==> config.mk <==
export PLATFORM = sky130hd
export DESIGN_NAME = mouse_cursor_top
export DESIGN_NICKNAME = d
export VERILOG_FILES = /design/src/hdl/mouse_pkg.sv /design/src/hdl/mouse_packet_decoder.sv /design/src/hdl/mouse_constrainer.sv /design/src/hdl/mouse_position_tracker.sv /design/src/hdl/mouse_cursor_top.sv
export VERILOG_INCLUDE_DIRS = /design/src /design/src/include
export SDC_FILE = /design/constraint.sdc
export NUM_CORES = 1
export LEC_CHECK = 0
export ABC_AREA = 1
export BUFFER_PORTS_ARGS = -buffer_cell sky130_fd_sc_hd__buf_2
export CELL_PAD_IN_SITES_DETAIL_PLACEMENT = 1
export CELL_PAD_IN_SITES_GLOBAL_PLACEMENT = 1
export CORE_ASPECT_RATIO = 2
export CORE_MARGIN = 4
export CORE_UTILIZATION = 34
export CTS_CLUSTER_SIZE = 8
export DETAILED_ROUTE_END_ITERATION = 6
export HOLD_SLACK_MARGIN = 0.03
export PLACE_DENSITY_LB_ADDON = 0.1
export SYNTH_ARGS = -nofsm -noshare
export SYNTH_HDL_FRONTEND = slang
export SYNTH_SLANG_ARGS = --single-unit
==> constraint.sdc <==
create_clock -name clk -period 7.93 [get_ports clk]
set_input_delay 1.586 -clock clk [delete_from_list [all_inputs] [get_ports clk]]
set_output_delay 1.586 -clock clk [all_outputs]
set_load 0.03 [all_outputs]
==> src/include/mouse_settings.svh <==
`ifndef MOUSE_SETTINGS_SVH
`define MOUSE_SETTINGS_SVH

// Screen size in pixels
`define MOUSE_SCREEN_W 1024
`define MOUSE_SCREEN_H 768

// Game playfield edges
`define MOUSE_GAME_MIN_X 361
`define MOUSE_GAME_MAX_X 661
`define MOUSE_GAME_MIN_Y 367
`define MOUSE_GAME_MAX_Y 667

// Cursor sprite is square
`define MOUSE_CURSOR_SIZE 16

// Upper cursor limits for the full menu screen
`define MOUSE_MENU_MAX_X (`MOUSE_SCREEN_W - 1 - `MOUSE_CURSOR_SIZE)
`define MOUSE_MENU_MAX_Y (`MOUSE_SCREEN_H - 1 - `MOUSE_CURSOR_SIZE)

// Cursor position after reset
`define MOUSE_RESET_X 512
`define MOUSE_RESET_Y 384

`endif

==> src/hdl/mouse_pkg.sv <==
package mouse_pkg;

    ////////////////////////////////////////////////////////////////////////////
    // Application mode
    ////////////////////////////////////////////////////////////////////////////

    // Codes other than menu and game keep the current limits
    typedef enum logic [2:0] {
        MODE_MENU = 3'd0,
        MODE_GAME = 3'd1
    } mouse_mode_t;

    ////////////////////////////////////////////////////////////////////////////
    // Coordinates and movement
    ////////////////////////////////////////////////////////////////////////////

    // Unsigned pixel coordinate
    typedef logic [11:0] pos_t;

    // Signed movement of one PS/2 packet
    typedef logic signed [8:0] delta_t;

endpackage

==> src/hdl/mouse_packet_decoder.sv <==
`timescale 1ns/100ps

module mouse_packet_decoder (
    input  logic                   clk,
    input  logic                   rst,
    input  logic [7:0]             byte_data,
    input  logic                   byte_valid,
    output logic                   move_valid,
    output mouse_pkg::delta_t      move_dx,
    output mouse_pkg::delta_t      move_dy,
    output logic [2:0]             buttons
);

    ////////////////////////////////////////////////////////////////////////////
    // Byte sequencing
    ////////////////////////////////////////////////////////////////////////////

    // Position of the next byte within the packet
    logic [1:0]        byte_idx;
    logic              accept;
    logic              last_byte;

    // Status and X bytes held until the Y byte arrives
    logic [7:0]        status_byte;
    logic [7:0]        x_byte;

    mouse_pkg::delta_t dx_nxt;
    mouse_pkg::delta_t dy_nxt;

    // Status byte always has bit 3 set, anything else is dropped to resync
    assign accept    = byte_valid && ((byte_idx != 2'd0) || byte_data[3]);
    assign last_byte = accept && (byte_idx == 2'd2);

    always_ff @(posedge clk) begin
        if (rst) begin
            byte_idx <= 2'd0;
        end else if (accept) begin
            if (byte_idx == 2'd2) begin
                byte_idx <= 2'd0;
            end else begin
                byte_idx <= byte_idx + 2'd1;
            end
        end
    end

    always_ff @(posedge clk) begin
        if (accept && (byte_idx == 2'd0)) begin
            status_byte <= byte_data;
        end
        if (accept && (byte_idx == 2'd1)) begin
            x_byte <= byte_data;
        end
    end

    ////////////////////////////////////////////////////////////////////////////
    // Delta assembly
    ////////////////////////////////////////////////////////////////////////////

    // Sign bits live in the status byte
    // overflow forces the axis to zero
    always_comb begin
        if (status_byte[6]) begin
            dx_nxt = '0;
        end else begin
            dx_nxt = {status_byte[4], x_byte};
        end

        // Y byte is still on the input in this cycle
        if (status_byte[7]) begin
            dy_nxt = '0;
        end else begin
            dy_nxt = {status_byte[5], byte_data};
        end
    end

    // Report registers with a single cycle strobe
    always_ff @(posedge clk) begin
        if (rst) begin
            move_valid <= 1'b0;
            buttons    <= 3'd0;
        end else begin
            move_valid <= last_byte;
            if (last_byte) begin
                buttons <= status_byte[2:0];
            end
        end
    end

    always_ff @(posedge clk) begin
        if (last_byte) begin
            move_dx <= dx_nxt;
            move_dy <= dy_nxt;
        end
    end

endmodule

==> src/hdl/mouse_constrainer.sv <==
`timescale 1ns/100ps

`include "mouse_settings.svh"

module mouse_constrainer (
    input  logic                   clk,
    input  logic                   rst,
    input  mouse_pkg::mouse_mode_t mouse_mode,
    output mouse_pkg::pos_t        value,
    output logic                   set_max_x,
    output logic                   set_max_y,
    output logic                   set_min_x,
    output logic                   set_min_y
);

    // Limit values for both regions
    localparam mouse_pkg::pos_t GAME_MAX_X = 12'(`MOUSE_GAME_MAX_X - `MOUSE_CURSOR_SIZE);
    localparam mouse_pkg::pos_t GAME_MAX_Y = 12'(`MOUSE_GAME_MAX_Y - `MOUSE_CURSOR_SIZE);
    localparam mouse_pkg::pos_t GAME_MIN_X = 12'(`MOUSE_GAME_MIN_X);
    localparam mouse_pkg::pos_t GAME_MIN_Y = 12'(`MOUSE_GAME_MIN_Y);
    localparam mouse_pkg::pos_t MENU_MAX_X = 12'(`MOUSE_MENU_MAX_X);
    localparam mouse_pkg::pos_t MENU_MAX_Y = 12'(`MOUSE_MENU_MAX_Y);

    typedef enum logic {
        ST_IDLE,
        ST_LOAD
    } state_t;

    state_t                 state;
    logic [1:0]             step;
    mouse_pkg::mouse_mode_t last_mode;
    mouse_pkg::mouse_mode_t load_mode;
    logic                   start;
    logic                   active;
    logic                   in_game;
    mouse_pkg::pos_t        value_nxt;

    ////////////////////////////////////////////////////////////////////////////
    // Load sequencing
    ////////////////////////////////////////////////////////////////////////////

    // Only a real change to menu or game triggers a reload
    always_comb begin
        start = (state == ST_IDLE)
             && ((mouse_mode == mouse_pkg::MODE_MENU) || (mouse_mode == mouse_pkg::MODE_GAME))
             && (mouse_mode != last_mode);
        active    = start || (state == ST_LOAD);
        load_mode = (state == ST_IDLE) ? mouse_mode : last_mode;
        in_game   = (load_mode == mouse_pkg::MODE_GAME);
    end

    // Step 0 goes out on the start edge itself
    always_comb begin
        case (step)
            2'd0:    value_nxt = in_game ? GAME_MAX_X : MENU_MAX_X;
            2'd1:    value_nxt = in_game ? GAME_MAX_Y : MENU_MAX_Y;
            2'd2:    value_nxt = in_game ? GAME_MIN_X : '0;
            default: value_nxt = in_game ? GAME_MIN_Y : '0;
        endcase
    end

    always_ff @(posedge clk) begin
        if (rst) begin
            state     <= ST_IDLE;
            step      <= 2'd0;
            last_mode <= mouse_pkg::MODE_MENU;
            set_max_x <= 1'b0;
            set_max_y <= 1'b0;
            set_min_x <= 1'b0;
            set_min_y <= 1'b0;
        end else begin
            set_max_x <= active && (step == 2'd0);
            set_max_y <= active && (step == 2'd1);
            set_min_x <= active && (step == 2'd2);
            set_min_y <= active && (step == 2'd3);
            if (start) begin
                state     <= ST_LOAD;
                step      <= 2'd1;
                last_mode <= mouse_mode;
            end else if (state == ST_LOAD) begin
                // Wraps back to zero after min_y
                step <= step + 2'd1;
                if (step == 2'd3) begin
                    state <= ST_IDLE;
                end
            end
        end
    end

    // Bus value qualified by the strobes
    always_ff @(posedge clk) begin
        value <= value_nxt;
    end

endmodule

==> src/hdl/mouse_position_tracker.sv <==
`timescale 1ns/100ps

`include "mouse_settings.svh"

module mouse_position_tracker (
    input  logic              clk,
    input  logic              rst,
    input  mouse_pkg::pos_t   value,
    input  logic              set_max_x,
    input  logic              set_max_y,
    input  logic              set_min_x,
    input  logic              set_min_y,
    input  logic              move_valid,
    input  mouse_pkg::delta_t move_dx,
    input  mouse_pkg::delta_t move_dy,
    output mouse_pkg::pos_t   cursor_x,
    output mouse_pkg::pos_t   cursor_y
);

    ////////////////////////////////////////////////////////////////////////////
    // Limit registers
    ////////////////////////////////////////////////////////////////////////////

    mouse_pkg::pos_t   max_x;
    mouse_pkg::pos_t   max_y;
    mouse_pkg::pos_t   min_x;
    mouse_pkg::pos_t   min_y;

    // Full menu range out of reset
    always_ff @(posedge clk) begin
        if (rst) begin
            max_x <= 12'(`MOUSE_MENU_MAX_X);
            max_y <= 12'(`MOUSE_MENU_MAX_Y);
            min_x <= '0;
            min_y <= '0;
        end else begin
            if (set_max_x) begin
                max_x <= value;
            end
            if (set_max_y) begin
                max_y <= value;
            end
            if (set_min_x) begin
                min_x <= value;
            end
            if (set_min_y) begin
                min_y <= value;
            end
        end
    end

    ////////////////////////////////////////////////////////////////////////////
    // Integration and clamping
    ////////////////////////////////////////////////////////////////////////////

    // Saturate a widened signed coordinate into [lo, hi]
    function automatic mouse_pkg::pos_t clamp_pos(
        input logic signed [13:0] v,
        input mouse_pkg::pos_t    lo,
        input mouse_pkg::pos_t    hi
    );
        logic signed [13:0] lo_w;
        logic signed [13:0] hi_w;
        lo_w = $signed({2'b00, lo});
        hi_w = $signed({2'b00, hi});
        if (v < lo_w) begin
            return lo;
        end else if (v > hi_w) begin
            return hi;
        end else begin
            return v[11:0];
        end
    endfunction

    logic signed [13:0] dx_wide;
    logic signed [13:0] dy_wide;
    logic signed [13:0] sum_x;
    logic signed [13:0] sum_y;
    mouse_pkg::pos_t    next_x;
    mouse_pkg::pos_t    next_y;

    always_comb begin
        // Sign extend and gate by the report strobe
        dx_wide = move_valid ? {{5{move_dx[8]}}, move_dx} : 14'sd0;
        dy_wide = move_valid ? {{5{move_dy[8]}}, move_dy} : 14'sd0;

        // PS/2 Y grows upward, screen Y grows downward
        sum_x = $signed({2'b00, cursor_x}) + dx_wide;
        sum_y = $signed({2'b00, cursor_y}) - dy_wide;

        // Clamp even without movement so new limits take hold
        next_x = clamp_pos(sum_x, min_x, max_x);
        next_y = clamp_pos(sum_y, min_y, max_y);
    end

    always_ff @(posedge clk) begin
        if (rst) begin
            cursor_x <= 12'(`MOUSE_RESET_X);
            cursor_y <= 12'(`MOUSE_RESET_Y);
        end else begin
            cursor_x <= next_x;
            cursor_y <= next_y;
        end
    end

endmodule

==> src/hdl/mouse_cursor_top.sv <==
`timescale 1ns/100ps

module mouse_cursor_top (
    input  logic                   clk,
    input  logic                   rst,
    input  mouse_pkg::mouse_mode_t mouse_mode,
    input  logic [7:0]             byte_data,
    input  logic                   byte_valid,
    output mouse_pkg::pos_t        cursor_x,
    output mouse_pkg::pos_t        cursor_y,
    output logic [2:0]             buttons
);

    // Movement reports
    logic              move_valid;
    mouse_pkg::delta_t move_dx;
    mouse_pkg::delta_t move_dy;

    // Limit bus
    mouse_pkg::pos_t   value;
    logic              set_max_x;
    logic              set_max_y;
    logic              set_min_x;
    logic              set_min_y;

    mouse_packet_decoder u_decoder (
        .clk        (clk),
        .rst        (rst),
        .byte_data  (byte_data),
        .byte_valid (byte_valid),
        .move_valid (move_valid),
        .move_dx    (move_dx),
        .move_dy    (move_dy),
        .buttons    (buttons)
    );

    mouse_constrainer u_constrainer (
        .clk        (clk),
        .rst        (rst),
        .mouse_mode (mouse_mode),
        .value      (value),
        .set_max_x  (set_max_x),
        .set_max_y  (set_max_y),
        .set_min_x  (set_min_x),
        .set_min_y  (set_min_y)
    );

    mouse_position_tracker u_tracker (
        .clk        (clk),
        .rst        (rst),
        .value      (value),
        .set_max_x  (set_max_x),
        .set_max_y  (set_max_y),
        .set_min_x  (set_min_x),
        .set_min_y  (set_min_y),
        .move_valid (move_valid),
        .move_dx    (move_dx),
        .move_dy    (move_dy),
        .cursor_x   (cursor_x),
        .cursor_y   (cursor_y)
    );

endmodule

==> results by group <==
Run status
  – Status: finished clean

Placement
  – Final Wtd Congestion: 0.924
  – HPWL after DPL: roughly 17000 µm
  – DP Worst Slack: approximately 3.3 ns
  – Port Buffers: 40

Route
  – Vias per cell: 4.90
  – Routed WL: between 15000 and 20000 µm
  – DRC violations left: 0
  – TritonRoute pass-1 iters: 4
  – Wire per inst: around 17 µm
  – Antenna-violating nets left: 0
  – Vias post-DR: 5649
  – Initial DRC Count: roughly 160

Layout
  – Layout cells sized above 1: 0.120
  – Area Growth Syn to Fin: 11.5%
  – Nets@finish: 974
  – # diodes: 0

Timing
  – Skew final: slightly below 0.009 ns
  – Final Hold Fails: 0
  – Slew Viols, Final: 0
  – TNS Setup: 0 ns
  – Normalized max-slew margin: 0.401
  – FMAX: around 220 MHz
  – Slew @ Worst Pin: around 0.9 ns
  – Final Cycle Share: 0.571
  – PnR worst setup slack: 3.40 ns
  – Setup Viol. Count Final: 0
  – Final Critical Period: about 4.5 ns
  – RSZ-0062 raised after global routing: no

Setup path
  – Critical-path top delay cell: dfxtp_1
  – WP buf/inv: 1
  – Worst Setup End Kind: register
  – Most used cell along the critical path: nand2_1
  – Reg-to-Reg Start: u_decoder.move_valid$_SDFF_PP0_
  – Reg2Reg Setup Slack: between 3 and 4 ns
  – CP peak stage delay: about 0.7 ns
  – Worst path cell trace: nand2_1 -> inv_1 -> ha_1 -> a21oi_1 -> o21ai_1 -> a21oi_1 -> xor2_1 -> ha_1 -> nand2_1 -> nor2_1 -> nand3_1 -> nor4_1 -> nand3_2 -> nand3_4 -> nand2_1 -> o21ai_1 -> nand2_1 -> nand2_1
  – Worst path required time: 8.22 ns
  – FF-to-FF path depth: 18
  – Critical Path AT: approximately 4.8 ns
  – Crit path max fanout: 18
  – Crit path max-delay family: simple AND/OR/NAND/NOR gates
  – Setup CP Type: register to register
  – Element type at the critical path start: register
  – Worst R2R End: u_tracker.cursor_x[6]$_SDFF_PP0_

Yosys
  – Top cell type's share of synthesized area: 0.229
  – Mapped Cells: approximately 850
  – Post-Synthesis Mean Instance Area: ~7.7 µm²
  – Most area-hungry cell type in the Yosys netlist: dfxtp_1
  – Yosys reg bits: 108
  – Netlist cell types: 44
  – Most common cell in the netlist: nand2_1
  – Asr flop ratio synth: 0
  – Synth cell count leaders: 192 x nand2_1, 140 x inv_1, 75 x a21oi_1, 75 x dfxtp_1, 65 x ha_1
  – Cell area after synthesis: about 6500 µm²
  – Post-synth EDFFs: 33
  – Sequential fraction of the synthesis area: 0.381
  – Primary FF master, synth: dfxtp_1
  – Top post-synthesis cells by area: dfxtp_1 23%, edfxtp_1 15%, ha_1 12%
  – Warning count from the yosys run: 0

Job
  – Max Cap Viol: 0

Clock network
  – Sink Count: about 110
  – Clk pin slew, worst setup/hold paths: approximately 0.080 ns
  – CTS H-tree depth: 3
  – Clk_lat worst skew: around 0.36 ns
  – # hold bufs at CTS: 0
  – Post-CTS Setup Inserts: 0
  – Cts bufs inserted: 9
  – Post-CTS sizing: 0
  – Root Buffer: clkbuf_16
  – TritonCTS clock tree: done
  – Max clock buf depth: 2

Pwr
  – PwrDens: 223 nW/µm²
  – Max IR drop VDD: 0.0996 mV
  – P_leak: 3.64 nW

Worst hold path
  – WHS Path Cells: 2
  – Hold Path End: u_constrainer.last_mode[1]$_SDFFE_PP0P_
  – Tightest Hold Check Type: register to register
  – Hold path startpoint: u_constrainer.last_mode[1]$_SDFFE_PP0P_

Global routing
  – Initial antenna violation count: 0
  – First-pass GRT wire length: 31700 µm
  – Gr usage total: 0.191
  – Largest net degree at the start of global routing: 38
  – GRT overflow: 0
  – Number of global-route vias before repair: about 6200

Floorplan
  – Die width: 106 µm
  – Row cnt: between 70 and 80
  – Die height: 204 µm
  – Starting Density: 0.348
  – Core area: 18800 µm²
  – Die area: around 22000 µm²
  – I/O pin count: 41
==> power breakdown <==
group	switching [W]	total (W)	leakage [nW]	internal [W]
Sequential	0.0000374	0.000639	0.918	0.000602
Combinational	0.000358	0.000535	2.58	0.000177
Clock	0.000230	0.000451	0.140	0.000222
==> worst register-to-register path, delay by kind of cell, from the launching register on <==
kind / cells / cell delay, ns
flops: 1 / 0.70
xor+xnor: 1 / 0.42
buf+inv: 1 / 0.28
compound gates: 4 / 0.60
simple gates: 10 / 1.92
fa+ha+maj: 2 / 0.56
==> layout by cell type (no fill, tap or decap), drive strengths merged, types with 12 or more instances in the layout <==
| cell type | netlist | final |
|---|---|---|
| nand3 | 42 | 42 |
| dfxtp | 75 | 75 |
| o21ai | 46 | 46 |
| nand2 | 216 | 216 |
| xor2 | 12 | 12 |
| inv | 144 | 148 |
| a21oi | 81 | 81 |
| ha | 65 | 65 |
| nor2 | 65 | 65 |
| buf | 5 | 43 |
| edfxtp | 33 | 33 |
| nand4 | 17 | 17 |
==> state kept, by name, indices dropped and copies added (netlist names), 3 cells and up <==
signal / flops
u_tracker.cursor_x: 12
u_tracker.cursor_y: 12
u_decoder.move_dx: 9
u_decoder.move_dy: 9
u_decoder.x_byte: 8
u_constrainer.value: 7
u_decoder.status_byte: 7
u_tracker.max_x: 7
u_tracker.max_y: 7
u_tracker.min_x: 7
u_tracker.min_y: 7
u_constrainer.last_mode: 3
u_decoder.buttons: 3
==> layer usage <==
layer  share of wire  global-route usage
met1            0.33               0.168
met2            0.61               0.408
met3           0.016              0.0237
met4           0.038              0.0852
met5               0                   0
==> kinds of logic (layout without fill, tap and decap cells) <==
logic type,Yosys count,in the layout,share of synthesized area
DFF,108,108,0.381
buffers and inverters,162,203,0.0973
other,1,4,0.000573
xor gates and xnor gates,17,17,0.0239
AOI/OAI and AO/OA,141,141,0.118
and+or+nand+nor,358,358,0.249
adders and majority gates,67,67,0.130
==> through the flow <==
step	instances	cell area [µm²]	hold slack [ns]	total power [W]	utilization
CTS	1153	7300	0.483	0.00165	0.387
global placement	1137	7010	0.455	0.00118	0.372
detailed placement	1137	7010	0.471	0.00119	0.372
finish	1153	7300	0.476	0.00162	0.387
floorplan	857	6560	0.436	0.00102	-
global route	1153	7300	0.507	0.00174	0.387
==> worst max-delay path by stage <==
| stage | from | to | slack (ns) | cells past startpoint |
|---|---|---|---|---|
| 2_1_floorplan | byte_valid | u_decoder.buttons[0]$_SDFFE_PP0P_ | 4.30 | 5 |
| 3_3_place_gp | u_decoder.move_valid$_SDFF_PP0_ | u_tracker.cursor_x[6]$_SDFF_PP0_ | 3.46 | 18 |
| 3_5_place_dp | u_decoder.move_valid$_SDFF_PP0_ | u_tracker.cursor_x[6]$_SDFF_PP0_ | 3.29 | 18 |
| 4_1_cts | u_decoder.move_valid$_SDFF_PP0_ | u_tracker.cursor_x[6]$_SDFF_PP0_ | 3.26 | 18 |
| 5_1_grt | u_decoder.move_valid$_SDFF_PP0_ | u_tracker.cursor_x[9]$_SDFF_PP1_ | 2.91 | 18 |
| 6_report | u_decoder.move_valid$_SDFF_PP0_ | u_tracker.cursor_x[6]$_SDFF_PP0_ | 3.40 | 18 |
==> cell type report <==
type | instances | area, µm²
Multi-Input combinational cell | 587 | 3430
Sequential cell | 108 | 2490
Tap cell | 255 | 319
Timing Repair Buffer | 43 | 223
Clock buffer | 9 | 225
Inverter | 144 | 541
Clock inverter | 7 | 65.1
Fill cell | 2433 | 11500
Note: power is estimated with default switching activity, not from simulation.
